**src/rtl/exe_cfg.svh**
```systemverilog
/*
 * execute stage sizes: data word width and signed ash count width
 */
`ifndef EXE_CFG_SVH
`define EXE_CFG_SVH

// data word
`define EXE_WORD_W 16

// signed shift count taken from the low bits of the count operand
`define EXE_SHIFT_CNT_W 6

`endif

```
**src/rtl/exe_pkg.sv**
```systemverilog
/*
 * execute stage types: condition code bundle and ash sequencer states
 */
package exe_pkg;

   // same bit order as the low nibble of the psw
   typedef struct packed {
      logic n;
      logic z;
      logic v;
      logic c;
   } cc_t;

   // multi-cycle ash control
   typedef enum logic [1:0] {
      SEQ_IDLE  = 2'd0,
      SEQ_SHIFT = 2'd1,
      SEQ_DONE  = 2'd2
   } seq_state_e;

endpackage

```
**src/rtl/pdp11_isa_pkg.sv**
```systemverilog
/*
 * pdp-11 instruction word encodings: major opcodes, branch codes
 * and the instruction word union with its operate and branch views
 */
package pdp11_isa_pkg;

   // isn[15:12]
   typedef enum logic [3:0] {
      OP_GRP0  = 4'o00,
      OP_MOV   = 4'o01,
      OP_CMP   = 4'o02,
      OP_BIT   = 4'o03,
      OP_BIC   = 4'o04,
      OP_BIS   = 4'o05,
      OP_ADD   = 4'o06,
      OP_GRP7  = 4'o07,
      OP_GRP10 = 4'o10,
      OP_SUB   = 4'o16
   } major_op_e;

   // isn[15:8] of the word branches
   typedef enum logic [7:0] {
      BR_BR   = 8'h01,
      BR_BNE  = 8'h02,
      BR_BEQ  = 8'h03,
      BR_BGE  = 8'h04,
      BR_BLT  = 8'h05,
      BR_BGT  = 8'h06,
      BR_BLE  = 8'h07,
      BR_BPL  = 8'h80,
      BR_BMI  = 8'h81,
      BR_BHI  = 8'h82,
      BR_BLOS = 8'h83,
      BR_BVC  = 8'h84,
      BR_BVS  = 8'h85,
      BR_BCC  = 8'h86,
      BR_BCS  = 8'h87
   } branch_code_e;

   typedef struct packed {
      major_op_e  major;
      logic [5:0] minor;
      logic [5:0] dst;
   } op_view_t;

   // offset counts words
   typedef struct packed {
      branch_code_e      code;
      logic signed [7:0] offset;
   } br_view_t;

   typedef union packed {
      op_view_t op;
      br_view_t br;
   } isn_t;

endpackage

```
**src/rtl/ash_shifter.sv**
```systemverilog
/*
 * ash datapath: one bit position per step, left with zero fill
 * or arithmetic right, tracking the last bit out and sign changes
 */
`timescale 1ns/1ns
`include "exe_cfg.svh"

module ash_shifter (
   input  logic                        clk,
   input  logic                        rst_n,
   input  logic                        load,
   input  logic                        step,
   input  logic [`EXE_WORD_W-1:0]      operand,
   input  logic [`EXE_SHIFT_CNT_W-1:0] shift_amt,
   output logic [`EXE_WORD_W-1:0]      sh_result,
   output logic                        last_bit,
   output logic                        sign_changed
);

   localparam int W  = `EXE_WORD_W;
   localparam int CW = `EXE_SHIFT_CNT_W;

   logic [W-1:0] sh_q;
   logic         dir_left;

   always_ff @(posedge clk or negedge rst_n)
   begin
      if (!rst_n)
      begin
         sh_q         <= '0;
         dir_left     <= 1'b0;
         last_bit     <= 1'b0;
         sign_changed <= 1'b0;
      end
      else if (load)
      begin
         sh_q         <= operand;
         // negative count shifts right
         dir_left     <= ~shift_amt[CW-1];
         last_bit     <= 1'b0;
         sign_changed <= 1'b0;
      end
      else if (step)
      begin
         if (dir_left)
         begin
            sh_q     <= {sh_q[W-2:0], 1'b0};
            last_bit <= sh_q[W-1];
            // sticky once the sign has flipped
            if (sh_q[W-1] != sh_q[W-2])
               sign_changed <= 1'b1;
         end
         else
         begin
            sh_q     <= {sh_q[W-1], sh_q[W-1:1]};
            last_bit <= sh_q[0];
         end
      end
   end

   assign sh_result = sh_q;

endmodule

```
**src/rtl/branch_unit.sv**
```systemverilog
/*
 * branch unit: word-offset target and taken decision for the
 * fifteen conditional and unconditional branches
 */
`timescale 1ns/1ns
`include "exe_cfg.svh"

module branch_unit
   import pdp11_isa_pkg::*;
   import exe_pkg::*;
(
   input  logic                   enable,
   input  isn_t                   isn,
   input  logic [`EXE_WORD_W-1:0] pc,
   input  cc_t                    cc,
   output logic [`EXE_WORD_W-1:0] new_pc,
   output logic                   latch_pc
);

   localparam int W = `EXE_WORD_W;

   logic [W-1:0] target;
   logic         is_br;
   logic         cond;

   // offset is in words, so sign extend and double
   assign target = pc + {{(W-9){isn.br.offset[7]}}, isn.br.offset, 1'b0};

   always_comb
   begin
      is_br = 1'b1;
      cond  = 1'b0;
      case (isn.br.code)
         BR_BR:   cond = 1'b1;
         BR_BNE:  cond = ~cc.z;
         BR_BEQ:  cond = cc.z;
         BR_BGE:  cond = ~(cc.n ^ cc.v);
         BR_BLT:  cond = cc.n ^ cc.v;
         BR_BGT:  cond = ~(cc.z | (cc.n ^ cc.v));
         BR_BLE:  cond = cc.z | (cc.n ^ cc.v);
         BR_BPL:  cond = ~cc.n;
         BR_BMI:  cond = cc.n;
         BR_BHI:  cond = ~(cc.c | cc.z);
         BR_BLOS: cond = cc.c | cc.z;
         BR_BVC:  cond = ~cc.v;
         BR_BVS:  cond = cc.v;
         BR_BCC:  cond = ~cc.c;
         BR_BCS:  cond = cc.c;
         default: is_br = 1'b0;
      endcase
   end

   assign new_pc   = (enable && is_br) ? target : '0;
   assign latch_pc = enable & is_br & cond;

endmodule

```
**src/rtl/e1_sequencer.sv**
```systemverilog
/*
 * e1 sequencer: idle/shift/done control for ash and the e1_advance strobe
 */
`timescale 1ns/1ns

module e1_sequencer
   import exe_pkg::*;
(
   input  logic clk,
   input  logic rst_n,
   input  logic enable,
   input  logic ash_req,
   input  logic count_zero,
   output logic load,
   output logic step,
   output logic ash_done,
   output logic e1_advance
);

   seq_state_e state;
   seq_state_e state_nxt;

   always_comb
   begin
      state_nxt = state;
      case (state)
         SEQ_IDLE:
            if (ash_req)
               state_nxt = count_zero ? SEQ_DONE : SEQ_SHIFT;
         SEQ_SHIFT:
            if (count_zero)
               state_nxt = SEQ_DONE;
         default:
            state_nxt = SEQ_IDLE;
      endcase
   end

   always_ff @(posedge clk or negedge rst_n)
   begin
      if (!rst_n)
         state <= SEQ_IDLE;
      else
         state <= state_nxt;
   end

   assign load     = (state == SEQ_IDLE) && ash_req;
   assign step     = (state == SEQ_SHIFT);
   assign ash_done = (state == SEQ_DONE);

   // single cycle ops advance at once
   assign e1_advance = enable && (((state == SEQ_IDLE) && !ash_req) || ash_done);

endmodule

```
**src/rtl/execute_unit.sv**
```systemverilog
/*
 * e1 execute stage top: word alu, branch unit and the ash
 * shifter, counter and sequencer
 */
`timescale 1ns/1ns
`include "exe_cfg.svh"

module execute_unit
   import pdp11_isa_pkg::*;
   import exe_pkg::*;
(
   input  logic                   clk,
   input  logic                   rst_n,
   input  logic                   enable,
   input  isn_t                   isn,
   input  logic [`EXE_WORD_W-1:0] pc,
   input  logic [`EXE_WORD_W-1:0] ss_data,
   input  logic [`EXE_WORD_W-1:0] dd_data,
   input  cc_t                    cc,
   output logic [`EXE_WORD_W-1:0] e1_result,
   output cc_t                    new_cc,
   output logic                   latch_cc,
   output logic [`EXE_WORD_W-1:0] new_pc,
   output logic                   latch_pc,
   output logic                   e1_advance
);

   logic                   ash_req;
   logic                   load;
   logic                   step;
   logic                   ash_done;
   logic                   count_zero;
   logic [`EXE_WORD_W-1:0] sh_result;
   logic                   last_bit;
   logic                   sign_changed;

   word_alu alu0 (
      .enable(enable), .isn(isn), .ss_data(ss_data), .dd_data(dd_data), .cc(cc),
      .ash_done(ash_done), .sh_result(sh_result), .last_bit(last_bit),
      .sign_changed(sign_changed), .e1_result(e1_result), .new_cc(new_cc),
      .latch_cc(latch_cc), .ash_req(ash_req)
   );

   branch_unit br0 (
      .enable(enable), .isn(isn), .pc(pc), .cc(cc),
      .new_pc(new_pc), .latch_pc(latch_pc)
   );

   // ash shifts the source word by the signed count in dd
   ash_shifter sh0 (
      .clk(clk), .rst_n(rst_n), .load(load), .step(step), .operand(ss_data),
      .shift_amt(dd_data[`EXE_SHIFT_CNT_W-1:0]), .sh_result(sh_result),
      .last_bit(last_bit), .sign_changed(sign_changed)
   );

   shift_counter cnt0 (
      .clk(clk), .rst_n(rst_n), .load(load), .step(step),
      .shift_amt(dd_data[`EXE_SHIFT_CNT_W-1:0]), .count_zero(count_zero)
   );

   e1_sequencer seq0 (
      .clk(clk), .rst_n(rst_n), .enable(enable), .ash_req(ash_req),
      .count_zero(count_zero), .load(load), .step(step), .ash_done(ash_done),
      .e1_advance(e1_advance)
   );

endmodule

```
**src/rtl/shift_counter.sv**
```systemverilog
/*
 * ash position counter, loaded with the count magnitude
 */
`timescale 1ns/1ns
`include "exe_cfg.svh"

module shift_counter (
   input  logic                        clk,
   input  logic                        rst_n,
   input  logic                        load,
   input  logic                        step,
   input  logic [`EXE_SHIFT_CNT_W-1:0] shift_amt,
   output logic                        count_zero
);

   localparam int CW = `EXE_SHIFT_CNT_W;

   logic [CW-1:0] cnt;
   logic [CW-1:0] cnt_nxt;
   logic [CW-1:0] mag;

   // -32 gives 6'b100000, which reads back as 32
   assign mag = shift_amt[CW-1] ? -shift_amt : shift_amt;

   always_comb
   begin
      cnt_nxt = cnt;
      if (load)
         cnt_nxt = mag;
      else if (step && cnt != '0)
         cnt_nxt = cnt - 1'b1;
   end

   always_ff @(posedge clk or negedge rst_n)
   begin
      if (!rst_n)
         cnt <= '0;
      else
         cnt <= cnt_nxt;
   end

   // looks at the value after this edge so the sequencer leaves shift on time
   assign count_zero = (cnt_nxt == '0);

endmodule

```
**src/rtl/word_alu.sv**
```systemverilog
/*
 * word alu: double and single operand word ops, cc clear/set,
 * ash result selection and the ash request
 */
`timescale 1ns/1ns
`include "exe_cfg.svh"

module word_alu
   import pdp11_isa_pkg::*;
   import exe_pkg::*;
(
   input  logic                   enable,
   input  isn_t                   isn,
   input  logic [`EXE_WORD_W-1:0] ss_data,
   input  logic [`EXE_WORD_W-1:0] dd_data,
   input  cc_t                    cc,
   input  logic                   ash_done,
   input  logic [`EXE_WORD_W-1:0] sh_result,
   input  logic                   last_bit,
   input  logic                   sign_changed,
   output logic [`EXE_WORD_W-1:0] e1_result,
   output cc_t                    new_cc,
   output logic                   latch_cc,
   output logic                   ash_req
);

   localparam int W = `EXE_WORD_W;
   localparam logic [W-1:0] MOST_NEG = {1'b1, {(W-1){1'b0}}};
   localparam logic [W-1:0] MOST_POS = ~MOST_NEG;

   logic [W:0]   wide;
   logic [W-1:0] res;
   cc_t          cc_next;
   logic         upd_nz;
   logic         latch;
   logic         is_ash;

   assign is_ash  = (isn.op.major == OP_GRP7) && (isn.op.minor[5:3] == 3'd2);
   assign ash_req = enable & is_ash;

   always_comb
   begin
      wide    = '0;
      res     = '0;
      cc_next = cc;
      upd_nz  = 1'b0;
      latch   = 1'b0;
      if (enable)
      begin
         case (isn.op.major)
            OP_MOV:
            begin
               res = ss_data;
               cc_next.v = 1'b0;
               upd_nz = 1'b1;
            end
            OP_CMP:
            begin
               // ss - dd, carry bit is the borrow
               wide = {1'b0, ss_data} - {1'b0, dd_data};
               res = wide[W-1:0];
               cc_next.v = (ss_data[W-1] ^ dd_data[W-1]) & (res[W-1] ^ ss_data[W-1]);
               cc_next.c = wide[W];
               upd_nz = 1'b1;
            end
            OP_BIT:
            begin
               res = ss_data & dd_data;
               cc_next.v = 1'b0;
               upd_nz = 1'b1;
            end
            OP_BIC:
            begin
               res = ~ss_data & dd_data;
               cc_next.v = 1'b0;
               upd_nz = 1'b1;
            end
            OP_BIS:
            begin
               res = ss_data | dd_data;
               cc_next.v = 1'b0;
               upd_nz = 1'b1;
            end
            OP_ADD:
            begin
               wide = {1'b0, ss_data} + {1'b0, dd_data};
               res = wide[W-1:0];
               cc_next.v = (ss_data[W-1] ~^ dd_data[W-1]) & (res[W-1] ^ ss_data[W-1]);
               cc_next.c = wide[W];
               upd_nz = 1'b1;
            end
            OP_SUB:
            begin
               // dd - ss
               wide = {1'b0, dd_data} - {1'b0, ss_data};
               res = wide[W-1:0];
               cc_next.v = (ss_data[W-1] ^ dd_data[W-1]) & (res[W-1] ^ dd_data[W-1]);
               cc_next.c = wide[W];
               upd_nz = 1'b1;
            end
            OP_GRP7:
            begin
               if (is_ash)
               begin
                  // flags only valid once the shifter has finished
                  res = sh_result;
                  cc_next.v = sign_changed;
                  cc_next.c = last_bit;
                  upd_nz = 1'b1;
               end
               else if (isn.op.minor[5:3] == 3'd4)
               begin
                  res = ss_data ^ dd_data;
                  cc_next.v = 1'b0;
                  upd_nz = 1'b1;
               end
            end
            OP_GRP0:
            begin
               if (isn.op.minor == 6'o02 && isn.op.dst[5])
               begin
                  // 000240-000277, bit 4 picks set over clear
                  if (isn.op.dst[4])
                     cc_next = cc_t'(cc | isn.op.dst[3:0]);
                  else
                     cc_next = cc_t'(cc & ~isn.op.dst[3:0]);
                  latch = 1'b1;
               end
               else
               begin
                  upd_nz = 1'b1;
                  case (isn.op.minor)
                     6'o50:
                     begin
                        res = '0;
                        cc_next.v = 1'b0;
                        cc_next.c = 1'b0;
                     end
                     6'o51:
                     begin
                        res = ~dd_data;
                        cc_next.v = 1'b0;
                        cc_next.c = 1'b1;
                     end
                     6'o52:
                     begin
                        res = dd_data + 1'b1;
                        cc_next.v = (res == MOST_NEG);
                     end
                     6'o53:
                     begin
                        res = dd_data - 1'b1;
                        cc_next.v = (res == MOST_POS);
                     end
                     6'o54:
                     begin
                        res = -dd_data;
                        cc_next.v = (res == MOST_NEG);
                        cc_next.c = |dd_data;
                     end
                     6'o57:
                     begin
                        res = dd_data;
                        cc_next.v = 1'b0;
                        cc_next.c = 1'b0;
                     end
                     6'o60:
                     begin
                        // ror through carry
                        res = {cc.c, dd_data[W-1:1]};
                        cc_next.c = dd_data[0];
                        cc_next.v = res[W-1] ^ dd_data[0];
                     end
                     6'o61:
                     begin
                        res = {dd_data[W-2:0], cc.c};
                        cc_next.c = dd_data[W-1];
                        cc_next.v = res[W-1] ^ dd_data[W-1];
                     end
                     6'o62:
                     begin
                        res = {dd_data[W-1], dd_data[W-1:1]};
                        cc_next.c = dd_data[0];
                        cc_next.v = res[W-1] ^ dd_data[0];
                     end
                     6'o63:
                     begin
                        res = {dd_data[W-2:0], 1'b0};
                        cc_next.c = dd_data[W-1];
                        cc_next.v = res[W-1] ^ dd_data[W-1];
                     end
                     default:
                        upd_nz = 1'b0;
                  endcase
               end
            end
            default:
               upd_nz = 1'b0;
         endcase

         if (upd_nz)
         begin
            cc_next.n = res[W-1];
            cc_next.z = (res == '0);
            latch = is_ash ? ash_done : 1'b1;
         end
      end
   end

   assign e1_result = res;
   assign new_cc    = cc_next;
   assign latch_cc  = latch;

endmodule

```
**config.mk**
```make
export PLATFORM = sky130hd
export DESIGN_NAME = execute_unit
export DESIGN_NICKNAME = d
export VERILOG_FILES = /design/src/rtl/exe_pkg.sv /design/src/rtl/pdp11_isa_pkg.sv /design/src/rtl/ash_shifter.sv /design/src/rtl/branch_unit.sv /design/src/rtl/e1_sequencer.sv /design/src/rtl/execute_unit.sv /design/src/rtl/shift_counter.sv /design/src/rtl/word_alu.sv
export VERILOG_INCLUDE_DIRS = /design/src /design/src/rtl
export SDC_FILE = /design/constraint.sdc
export NUM_CORES = 1
export LEC_CHECK = 0
export BUFFER_PORTS_ARGS = -buffer_cell sky130_fd_sc_hd__buf_2
export CAP_MARGIN = 0
export CORE_UTILIZATION = 30
export DETAILED_ROUTE_END_ITERATION = 8
export HOLD_SLACK_MARGIN = 0.08
export SYNTH_ARGS = -nofsm -noshare
export SYNTH_HDL_FRONTEND = slang
export SYNTH_SLANG_ARGS = --single-unit
```
**constraint.sdc**
```tcl
create_clock -name clk -period 5.1 [get_ports clk]
set_clock_uncertainty 0.2 [all_clocks]
set_input_delay 0.255 -clock clk [delete_from_list [all_inputs] [get_ports clk]]
set_output_delay 0.255 -clock clk [all_outputs]
set_load 0.03 [all_outputs]
```
==> results of run 1 <==
how the worst min path moves through the flow:
stage / endpoint / depth (start not counted)
2_1_floorplan: cnt0.cnt[0]$_DFF_PN0_ / 0
3_3_place_gp: sh0.sh_result[3]$_DFFE_PN0N_ / 1
3_5_place_dp: sh0.sh_result[3]$_DFFE_PN0N_ / 1
4_1_cts: sh0.sh_result[7]$_DFFE_PN0N_ / 3
5_1_grt: sh0.sh_result[7]$_DFFE_PN0N_ / 3
6_report: sh0.sh_result[7]$_DFFE_PN0N_ / 3
through the flow:
stage	utilization	cell area (sq um)
final	0.3435	9992
after global routing	0.3434	9990
after CTS	0.3434	9990
after detailed placement	0.3402	9897
after global placement	0.3402	9897
after floorplan	-	8985
tightest hold or removal path, stage by stage:
cell and delay [ns]:
buf_2 0.15, inv_1 0.11, o21ai_0 0.09
layout make-up:
class,count,area share
clock inverters,1,0.0007513
diodes,1,0.0002504
inverters,68,0.02554
flip-flops and latches,27,0.06762
repair buffers,151,0.08640
multi-input cells,1097,0.7638
clock buffers,3,0.007513
well taps,384,0.04808
cell families (layout without fill, tap and decap cells):
kind of cell | Yosys count | after routing | synth area share
flip-flops | 27 | 27 | 0.07520
adder cells (fa/ha/maj) | 89 | 89 | 0.1273
AO/OA/AOI/OAI | 421 | 421 | 0.3235
multiplexers | 48 | 48 | 0.05598
buffers and inverters | 164 | 223 | 0.07617
XOR/XNOR | 54 | 54 | 0.05264
AND/OR/NAND/NOR | 485 | 485 | 0.2892
other | 0 | 1 | 0
routing by layer:
metal	up-vias	track usage
met5	-	0
met4	0	0.1076
met3	114	0.04787
met2	817	0.3795
met1	5191	0.3602
li1	4953	-
power groups by stage:
stage | combinational (W) | clock, W | sequential [W]
global route | 0.00127 | 0.000204 | 0.000419
floorplan | 0.000807 | 0 | 0.000368
detailed placement | 0.00113 | 0 | 0.000408
global placement | 0.00111 | 0 | 0.000406
CTS | 0.00113 | 0.000195 | 0.000404
finish | 0.00116 | 0.000196 | 0.000409
sequential cells by signal, indices dropped and copies added (netlist names):
name              count
sh0.sh_result        16
sh0.dir_left          1
sh0.sign_changed      1
sh0.last_bit          1
cnt0.cnt              6
seq0.state            2
cells in the mapped netlist (5+ instances only):
cell type,instances,area share
xor2_1,19,0.019
o31a_1,5,0.0049
o21bai_1,8,0.0067
o31ai_1,7,0.0058
a21oi_1,84,0.047
mux2_2,8,0.010
nor2_1,133,0.056
nand2_1,94,0.039
nor3b_1,7,0.0058
a22oi_1,8,0.0067
o21a_1,12,0.010
a2111oi_0,6,0.0058
a222oi_1,5,0.0056
mux2i_1,39,0.043
nor3_1,43,0.024
a31oi_1,30,0.021
o21ai_0,78,0.043
ha_1,85,0.12
a211oi_1,27,0.023
buf_1,6,0.0025
clkbuf_1,58,0.024
a32oi_1,5,0.0049
a221o_1,8,0.0089
buf_2,27,0.015
nand4_1,14,0.0097
or4_1,6,0.0050
nand3_1,33,0.018
xnor2_1,35,0.034
or2_2,9,0.0063
a21o_1,10,0.0084
nor2b_1,25,0.017
a221oi_1,12,0.012
nand2b_1,18,0.013
and3_1,11,0.0077
or3_1,14,0.0097
nor4_1,23,0.016
dfrtp_1,27,0.075
o211a_1,5,0.0056
and2_1,8,0.0056
inv_1,65,0.027
o221a_2,5,0.0063
o211ai_1,32,0.027
o22ai_1,16,0.011
o221ai_1,6,0.0058
==> run summary, run 1 <==
Post-CTS Resized -> 0
setup tns final -> 0 ns
fin crit share -> 0.9498
most common cell after layout, fill and taps aside -> nor2_1
Worst Path Arrival -> 4.39 ns
area grow syn2layout -> 11.21%
Nets -> 1508
layout cells sized above 1 -> 0.1514
Seq pwr share -> 0.231
Clock transition at path regs -> 0.08 ns
htree depth -> 1
crit path max fanout -> 16
core region area -> 0.02909 sq mm
register area -> 675.6 sq um
crit path buf inv count -> 3
maximum clock rate -> 206.4 MHz
WL met1 -> 17.10 mm
clock buffer depth -> 2
min-delay worst type -> primary input to register
sw frac -> 0.5229
buffers added on ports -> 109
CP Depth -> 13
Critical Path End -> new_cc[2]
clock root buffer -> clkbuf_16
Post-synth EDFFs -> 0
worst reg2reg path depth -> 9
DP Cell Count -> 1726
first-pass GRT wire length -> 61.33 mm
Leak -> 4.103 nW
final RePlAce weighted congestion -> 1.060
delay-heaviest family, CP -> compound AO/OA/AOI/OAI gates
die area -> 0.03065 sq mm
peak supply drop -> 0.1340 mV
DRC -> 0
DR WL/cell -> 23.57 um
hold buffers post-CTS -> 1
Syn Inst Count -> 1288
Initial Util -> 0.3089
vias after detailed routing -> 11080
Power Total -> 0.001768 W
outcome -> finished clean
Async SR Flop Fraction -> 1.000
FP Rows -> 62
met2 WL -> 17.09 mm
hold_sp -> ss_data[7]
most frequent cells in the layout -> nor2_1 (133), buf_2 (109), nand2_1 (94), ha_1 (85), a21oi_1 (84)
Die X -> 175.1 um
Critical Path Max Stage Delay -> 0.66 ns
Die Ht -> 175.1 um
sequential share of the synthesized area -> 0.07520
final hold vios -> 0
Fin Hold WS -> 0.1725 ns
Cell Count, Final, Fillers Out -> 1732
uppermost layer routed -> met4
Detailed Route WL -> 40.82 mm
Final setup viols -> 0
Slew Limit Fails -> 0
vias in the first global route -> 10080
Max-Cap Viols -> 0
postcts setup bufs -> 0
syn nets -> 1448
crit path kind -> primary input to output port
CTS Buf Count -> 3
initial drt markers -> 1526
Gate power share -> 0.658
PwrDens -> 176.9 mW/mm^2
CP Launch Type -> primary input
pre-CTS setup slack -> 0.5524 ns
critical path's slowest cell -> a2111oi_0
GRT Util Overall -> 0.2564
routed wl met3 -> 4.846 mm
FF+latch count, synth -> 27
grt total ovfl -> 0
Syn Area/Cell -> 6.976 sq um
min cycle time layout -> 4.844 ns
Sw Pwr -> 0.0009244 W
Clock Latency Late Sink -> 0.27 ns
Post-synth top flop -> dfrtp_1
worst path cell trace -> buf_2, clkinv_1, ha_1, or4_1, nor4b_1, o21ai_1, a31oi_1, a32oi_1, a2111oi_0, and4_1, nand4_1, o21ai_1, buf_2
worst slew pin tran -> 1.056 ns
Synth Cell Area -> 0.008985 sq mm
Critical Path RT -> 4.64 ns
max_slew headroom -> 0.2936
drt pass-1 iters -> 6
Reg2Reg Launch Point -> seq0.state[1]$_DFFE_PN0P_
final worst slack -> 0.2561 ns
Clock Power Share -> 0.111
Warnings, synthesis -> 0
worst flop-to-flop path endpoint -> seq0.state[0]$_DFFE_PN0P_
Internal -> 0.0008434 W
area occupied by multi-input gates -> 0.007632 sq mm
RSZ-0062 raised after global routing -> false
Cell variety after synth -> 99
CTS tree -> done
num ports -> 110
initial antenna violation count -> 1
fillers -> 3142
largest net degree at the start of global routing -> 54
Reg2Reg Setup Slack -> 2.07 ns
DRT antenna net count -> 0
dpl hpwl -> 31.39 mm
Critical Path Source -> dd_data[8]
Setup crit end kind -> output port
Sink Count -> 27
vias per inst -> 6.394
Note: power is estimated with default switching activity, not from simulation.
==> run 2: changes to the inputs <==
- GPL_ROUTABILITY_DRIVEN: default -> 0
- SYNTH_HIERARCHICAL: default -> 1
==> run 2 against run 1 <==
  * The run now ends with design-rule violations left
  * Count of clock-buffer cells in the layout did not move
  * Combinational power barely moved
  * Utilization fell by 0.39 points
  * Area after synthesis rose by 4.6%
  * Synthesized cell count rose by 4.3%
  * Critical path type unchanged
  * Critical endpoint unchanged
  * Largest cell class unchanged
==> run summary, run 2 <==
Critical Path Max Stage Delay -> 0.60 ns
vias after detailed routing -> 11440
area occupied by multi-input gates -> 0.008030 sq mm
failing checks -> design-rule violations
crit path buf inv count -> 5
Reg2Reg Setup Slack -> 2.13 ns
CTS Buf Count -> 3
Initial Util -> 0.3064
Leak -> 4.161 nW
FF+latch count, synth -> 27
largest net degree at the start of global routing -> 42
Syn Area/Cell -> 6.991 sq um
maximum clock rate -> 207.7 MHz
Nets -> 1559
largest area contributor in the netlist -> ha_1
CTS tree -> done
Detailed Route WL -> 41.02 mm
Clock Latency Late Sink -> 0.27 ns
Syn Inst Count -> 1344
dpl hpwl -> 31.69 mm
Post-synth top flop -> dfrtp_1
sequential share of the synthesized area -> 0.07190
initial drt markers -> 1863
drt pass-1 iters -> 9
area grow syn2layout -> 10.85%
Reg2Reg Launch Point -> seq0/state[1]$_DFFE_PN0P_
GRT Util Overall -> 0.2472
most common cell after layout, fill and taps aside -> nor2_1
setup tns final -> 0 ns
RSZ-0062 raised after global routing -> false
CP Depth -> 15
Slew Limit Fails -> 0
Final setup viols -> 0
Synth Cell Area -> 0.009397 sq mm
final worst slack -> 0.2848 ns
worst flop-to-flop path endpoint -> seq0/state[1]$_DFFE_PN0P_
first-pass GRT wire length -> 61.39 mm
grt total ovfl -> 0
clock buffer depth -> 2
worst path cell trace -> buf_2, inv_1, ha_1, a21o_1, a21oi_1, o21ai_0, o21ai_0, buf_4, o41ai_1, o32ai_1, nor4b_2, buf_4, nand3_1, o21ai_1, buf_2
delay-heaviest family, CP -> compound AO/OA/AOI/OAI gates
fillers -> 3328
CP Launch Type -> primary input
clock root buffer -> clkbuf_16
Cell variety after synth -> 103
Post-CTS Resized -> 0
syn nets -> 1504
pre-CTS setup slack -> 0.5620 ns
buffers added on ports -> 109
register area -> 675.6 sq um
crit path kind -> primary input to output port
Die X -> 179.0 um
top post-synthesis cells by area -> ha_1 (11%), dfrtp_1 (7.2%), mux2i_1 (5.0%)
max_slew headroom -> 0.05536
top cell type's share of synthesized area -> 0.1132
crit path max fanout -> 20
core region area -> 0.03067 sq mm
DRC -> 1
min cycle time layout -> 4.815 ns
DR WL/cell -> 22.86 um
Critical Path RT -> 4.64 ns
fin crit share -> 0.9442
final hold vios -> 0
Clock transition at path regs -> 0.07 ns
num ports -> 110
Warnings, synthesis -> 6
most frequent cells in the layout -> nor2_1 (111), buf_2 (109), nand2_1 (106), o21ai_0 (86), ha_1 (85)
critical path's slowest cell -> o41ai_1
Setup crit end kind -> output port
Sink Count -> 27
Post-synth EDFFs -> 0
number of diodes -> 0
Power Total -> 0.001762 W
Async SR Flop Fraction -> 1.000
min-delay worst type -> primary input to register
peak supply drop -> 0.1659 mV
vias in the first global route -> 10320
hold buffers post-CTS -> 1
vias per inst -> 6.378
max reg flops -> 16
Die Ht -> 179.0 um
Critical Path End -> new_cc[2]
Post-synth top cells -> nor2_1 (111), nand2_1 (106), o21ai_0 (86)
FP Rows -> 64
Critical Path Source -> dd_data[1]
outcome -> finished, violations left
post-route cell area -> 0.01042 sq mm
initial antenna violation count -> 0
postcts setup bufs -> 0
Max-Cap Viols -> 0
worst slew pin tran -> 1.406 ns
die area -> 0.03203 sq mm
top-count cell post-synth -> nor2_1
htree depth -> 1
PwrDens -> 169.1 mW/mm^2
layout cells sized above 1 -> 0.1481
worst reg2reg path depth -> 7
placement-stage cell area -> 0.01033 sq mm
Worst Path Arrival -> 4.36 ns
DRT antenna net count -> 0
-- run 2: cell families (layout without fill, tap and decap cells) --
| family | Yosys count | in the layout | share of synthesized area |
|---|---|---|---|
| simple gates | 509 | 509 | 0.2948 |
| compound gates | 448 | 448 | 0.3345 |
| buf+inv | 171 | 225 | 0.07483 |
| fa+ha+maj | 90 | 90 | 0.1228 |
| mux | 54 | 54 | 0.05846 |
| xor+xnor | 45 | 45 | 0.04274 |
| flops | 27 | 27 | 0.07190 |
-- run 2: how the worst min path moves through the flow --
stage	end	slack [ns]	startpoint	depth (start not counted)
global route	sh0/sh_result[6]$_DFFE_PN0P_	0.11	ss_data[6]	3
detailed placement	sh0/sh_result[8]$_DFFE_PN0P_	0.12	rst_n	1
CTS	sh0/sh_result[2]$_DFFE_PN0P_	0.08	ss_data[2]	3
finish	sh0/sh_result[2]$_DFFE_PN0P_	0.08	ss_data[2]	3
global placement	sh0/sh_result[8]$_DFFE_PN0P_	0.11	rst_n	1
floorplan	cnt0/cnt[0]$_DFF_PN0_	-0.24	rst_n	0
-- run 2: area by class of cell --
| type | count | share of cell area |
|---|---|---|
| repair buffers | 150 | 0.08336 |
| flip-flops and latches | 27 | 0.06487 |
| clock buffers | 3 | 0.007207 |
| multi-input cells | 1146 | 0.7709 |
| well taps | 396 | 0.04757 |
| inverters | 71 | 0.02559 |
| clock inverters | 1 | 0.0004805 |
-- run 2: report_power, final --
group / switching, W / internal, W / leakage [nW]
Clock: 0.0000810 / 0.000106 / 0.0409
Sequential: 0.000135 / 0.000301 / 0.353
Combinational: 0.000699 / 0.000440 / 3.77
-- run 2: stage by stage --
step,std cells,utilization,hold WS [ns]
2_1_floorplan,1344,-,-0.2406
3_3_place_gp,1789,0.3367,0.1056
3_5_place_dp,1789,0.3367,0.1211
4_1_cts,1794,0.3396,0.08032
5_1_grt,1794,0.3396,0.1066
6_report,1794,0.3396,0.08208
-- run 2: worst register-to-register path, stage by stage, from the launching register on --
cell	delay [ns]
dfrtp_1	0.41
and2b_1	0.82
nand2_1	0.26
o31a_1	0.30
a211oi_1	0.38
o211ai_2	0.13
nor4_2	0.18
nor3b_1	0.21
-- run 2: layer usage --
layer / GRT usage / routed length, um / vias up
li1: - / - / 5162
met1: 0.3323 / 16920 / 5281
met2: 0.3753 / 17000 / 851
met3: 0.05937 / 5112 / 148
met4: 0.09922 / 1986 / 0
met5: 0 / 0 / -
==> run 3: changes to the inputs <==
- CTS_BUF_LIST: default -> sky130_fd_sc_hd__clkbuf_4 sky130_fd_sc_hd__clkbuf_8
- GPL_TIMING_DRIVEN: default -> 0
- SETUP_SLACK_MARGIN: default -> 0.5
==> run 3 against run 2 <==
  * The run now ends clean
  * Die area is the same
  * Final cell count is 4.0% higher
  * Wire length is 3.9% higher
  * Maximum frequency increased by 5.1%
  * First-iteration DRC count shrank 19%
  * Clock power fell by 27%
  * Global-route usage grew 1.3 points
  * Sequential power fell by 4%
  * Largest cell class unchanged
==> run summary, run 3 (synthesis gave the netlist of run 2 again) <==
most frequent cells in the layout -> buf_2 (119), nor2_1 (111), nand2_1 (106), ha_1 (84), o21ai_0 (83)
CTS tree -> done
DRT antenna net count -> 0
worst flop-to-flop path endpoint -> seq0/state[1]$_DFFE_PN0P_
area grow syn2layout -> 15.50%
critical path's slowest cell -> clkbuf_1
Nets -> 1630
crit path buf inv count -> 5
GRT Util Overall -> 0.2603
htree depth -> 1
DR WL/cell -> 22.85 um
Detailed Route WL -> 42.62 mm
most common cell after layout, fill and taps aside -> buf_2
vias in the first global route -> 10820
clock buffer depth -> 2
CP Launch Type -> primary input
Fin Hold WS -> 0.08431 ns
drt pass-1 iters -> 5
Setup crit end kind -> output port
routed wl met3 -> 5.276 mm
Reg2Reg Setup Slack -> 2.56 ns
area occupied by multi-input gates -> 0.008224 sq mm
Critical Path Max Stage Delay -> 0.60 ns
Slew Limit Fails -> 0
hold_sp -> ss_data[10]
final hold vios -> 0
WL met1 -> 17.76 mm
uppermost layer routed -> met4
layout cells sized above 1 -> 0.1675
worst reg2reg path depth -> 7
max_slew headroom -> 0.05209
grt total ovfl -> 0
Max-Cap Viols -> 0
Sink Count -> 27
largest net degree at the start of global routing -> 28
clock root buffer -> clkbuf_8
setup tns final -> 0 ns
FP Rows -> 64
RSZ-0062 raised after global routing -> true
buffers added on ports -> 109
worst path cell trace -> buf_2, clkbuf_1, nand4bb_1, clkbuf_1, clkbuf_1, o211ai_1, nor3_1, nand3_1, nor4_4, nand4_1, o21ai_1, buf_4
register area -> 675.6 sq um
vias per inst -> 6.308
Critical Path RT -> 4.64 ns
CTS Buf Count -> 3
num ports -> 110
Final setup viols -> 0
first-pass GRT wire length -> 64.07 mm
Worst Path Arrival -> 4.13 ns
number of diodes -> 0
min cycle time layout -> 4.582 ns
die area -> 0.03203 sq mm
WHS Path Cells -> 3
vias after detailed routing -> 11760
Die X -> 179.0 um
min-delay worst type -> primary input to register
Initial Util -> 0.3064
PwrDens -> 162.6 mW/mm^2
fin crit share -> 0.8984
DRC -> 0
peak supply drop -> 0.1206 mV
Die Ht -> 179.0 um
max reg flops -> 16
initial antenna violation count -> 0
core region area -> 0.03067 sq mm
dpl hpwl -> 33.72 mm
cell repeated most along the worst path -> clkbuf_1
crit path max fanout -> 10
outcome -> finished clean
Leak -> 4.296 nW
Hold Path Sink -> sh0/sh_result[10]$_DFFE_PN0P_
Reg2Reg Launch Point -> seq0/state[1]$_DFFE_PN0P_
delay-heaviest family, CP -> buffers and inverters
met2 WL -> 17.28 mm
fillers -> 3327
maximum clock rate -> 218.3 MHz
Clock transition at path regs -> 0.10 ns
initial drt markers -> 1508
crit path kind -> primary input to output port
worst slew pin tran -> 1.411 ns
Clock Latency Late Sink -> 0.29 ns
[run 3: layout make-up]
cell class | instances | area share
Clock buffer | 3 | 0.003804
Timing Repair Buffer | 121 | 0.05995
Sequential cell | 27 | 0.06226
Inverter | 71 | 0.02548
Buffer | 100 | 0.04439
Multi-Input combinational cell | 1146 | 0.7578
Clock inverter | 1 | 0.0006917
Tap cell | 396 | 0.04565
[run 3: how the worst max path moves through the flow]
stage          depth (start not counted)         to         from
3_5_place_dp                          14  new_cc[2]  dd_data[15]
5_1_grt                               15  new_cc[2]   ss_data[5]
6_report                              12  new_cc[2]      isn[15]
3_3_place_gp                          12  new_cc[2]      isn[15]
2_1_floorplan                         13  new_cc[2]   dd_data[1]
4_1_cts                               15  new_cc[2]   dd_data[0]
[run 3: routing by layer]
| layer | vias to the layer above | global-route usage |
|---|---|---|
| met2 | 821 | 0.3850 |
| met3 | 137 | 0.06277 |
| met5 | - | 0 |
| li1 | 5308 | - |
| met4 | 0 | 0.1126 |
| met1 | 5498 | 0.3550 |
[run 3: tightest hold or removal path, delay by kind of cell]
| kind | cells | cell delay, ns |
|---|---|---|
| AO/OA/AOI/OAI | 1 | 0.05 |
| buffers and inverters | 1 | 0.15 |
| AND/OR/NAND/NOR | 1 | 0.08 |
[run 3: timing repair]
item,CTS,global route
setup buffers,0,7
pin swaps,0,7
gates resized for setup,39,53
gates cloned,0,0
endpoints found under the setup margin,8,6
hold buffers,4,0
hold endpoints to repair,30,0
[run 3: power breakdown]
| group | total (W) | switching, W | internal (W) |
|---|---|---|---|
| Sequential | 0.000419 | 0.000118 | 0.000300 |
| Combinational | 0.00121 | 0.000743 | 0.000468 |
| Clock | 0.000136 | 0.0000798 | 0.0000559 |
| Total | 0.00177 | 0.000941 | 0.000824 |
[run 3: metrics by stage]
| step | instance area (sq um) | setup slack (ns) | utilization | std cells | total power (W) |
|---|---|---|---|---|---|
| 6_report | 10850 | 0.5184 | 0.3539 | 1865 | 0.001765 |
| 5_1_grt | 10850 | 0.4647 | 0.3539 | 1865 | 0.001880 |
| 4_1_cts | 10650 | 0.5089 | 0.3473 | 1858 | 0.001704 |
| 3_5_place_dp | 10450 | -0.3098 | 0.3407 | 1850 | 0.001543 |
| 3_3_place_gp | 10440 | -0.4972 | 0.3403 | 1849 | 0.001521 |
| 2_1_floorplan | 9397 | 1.199 | - | 1344 | 0.001174 |
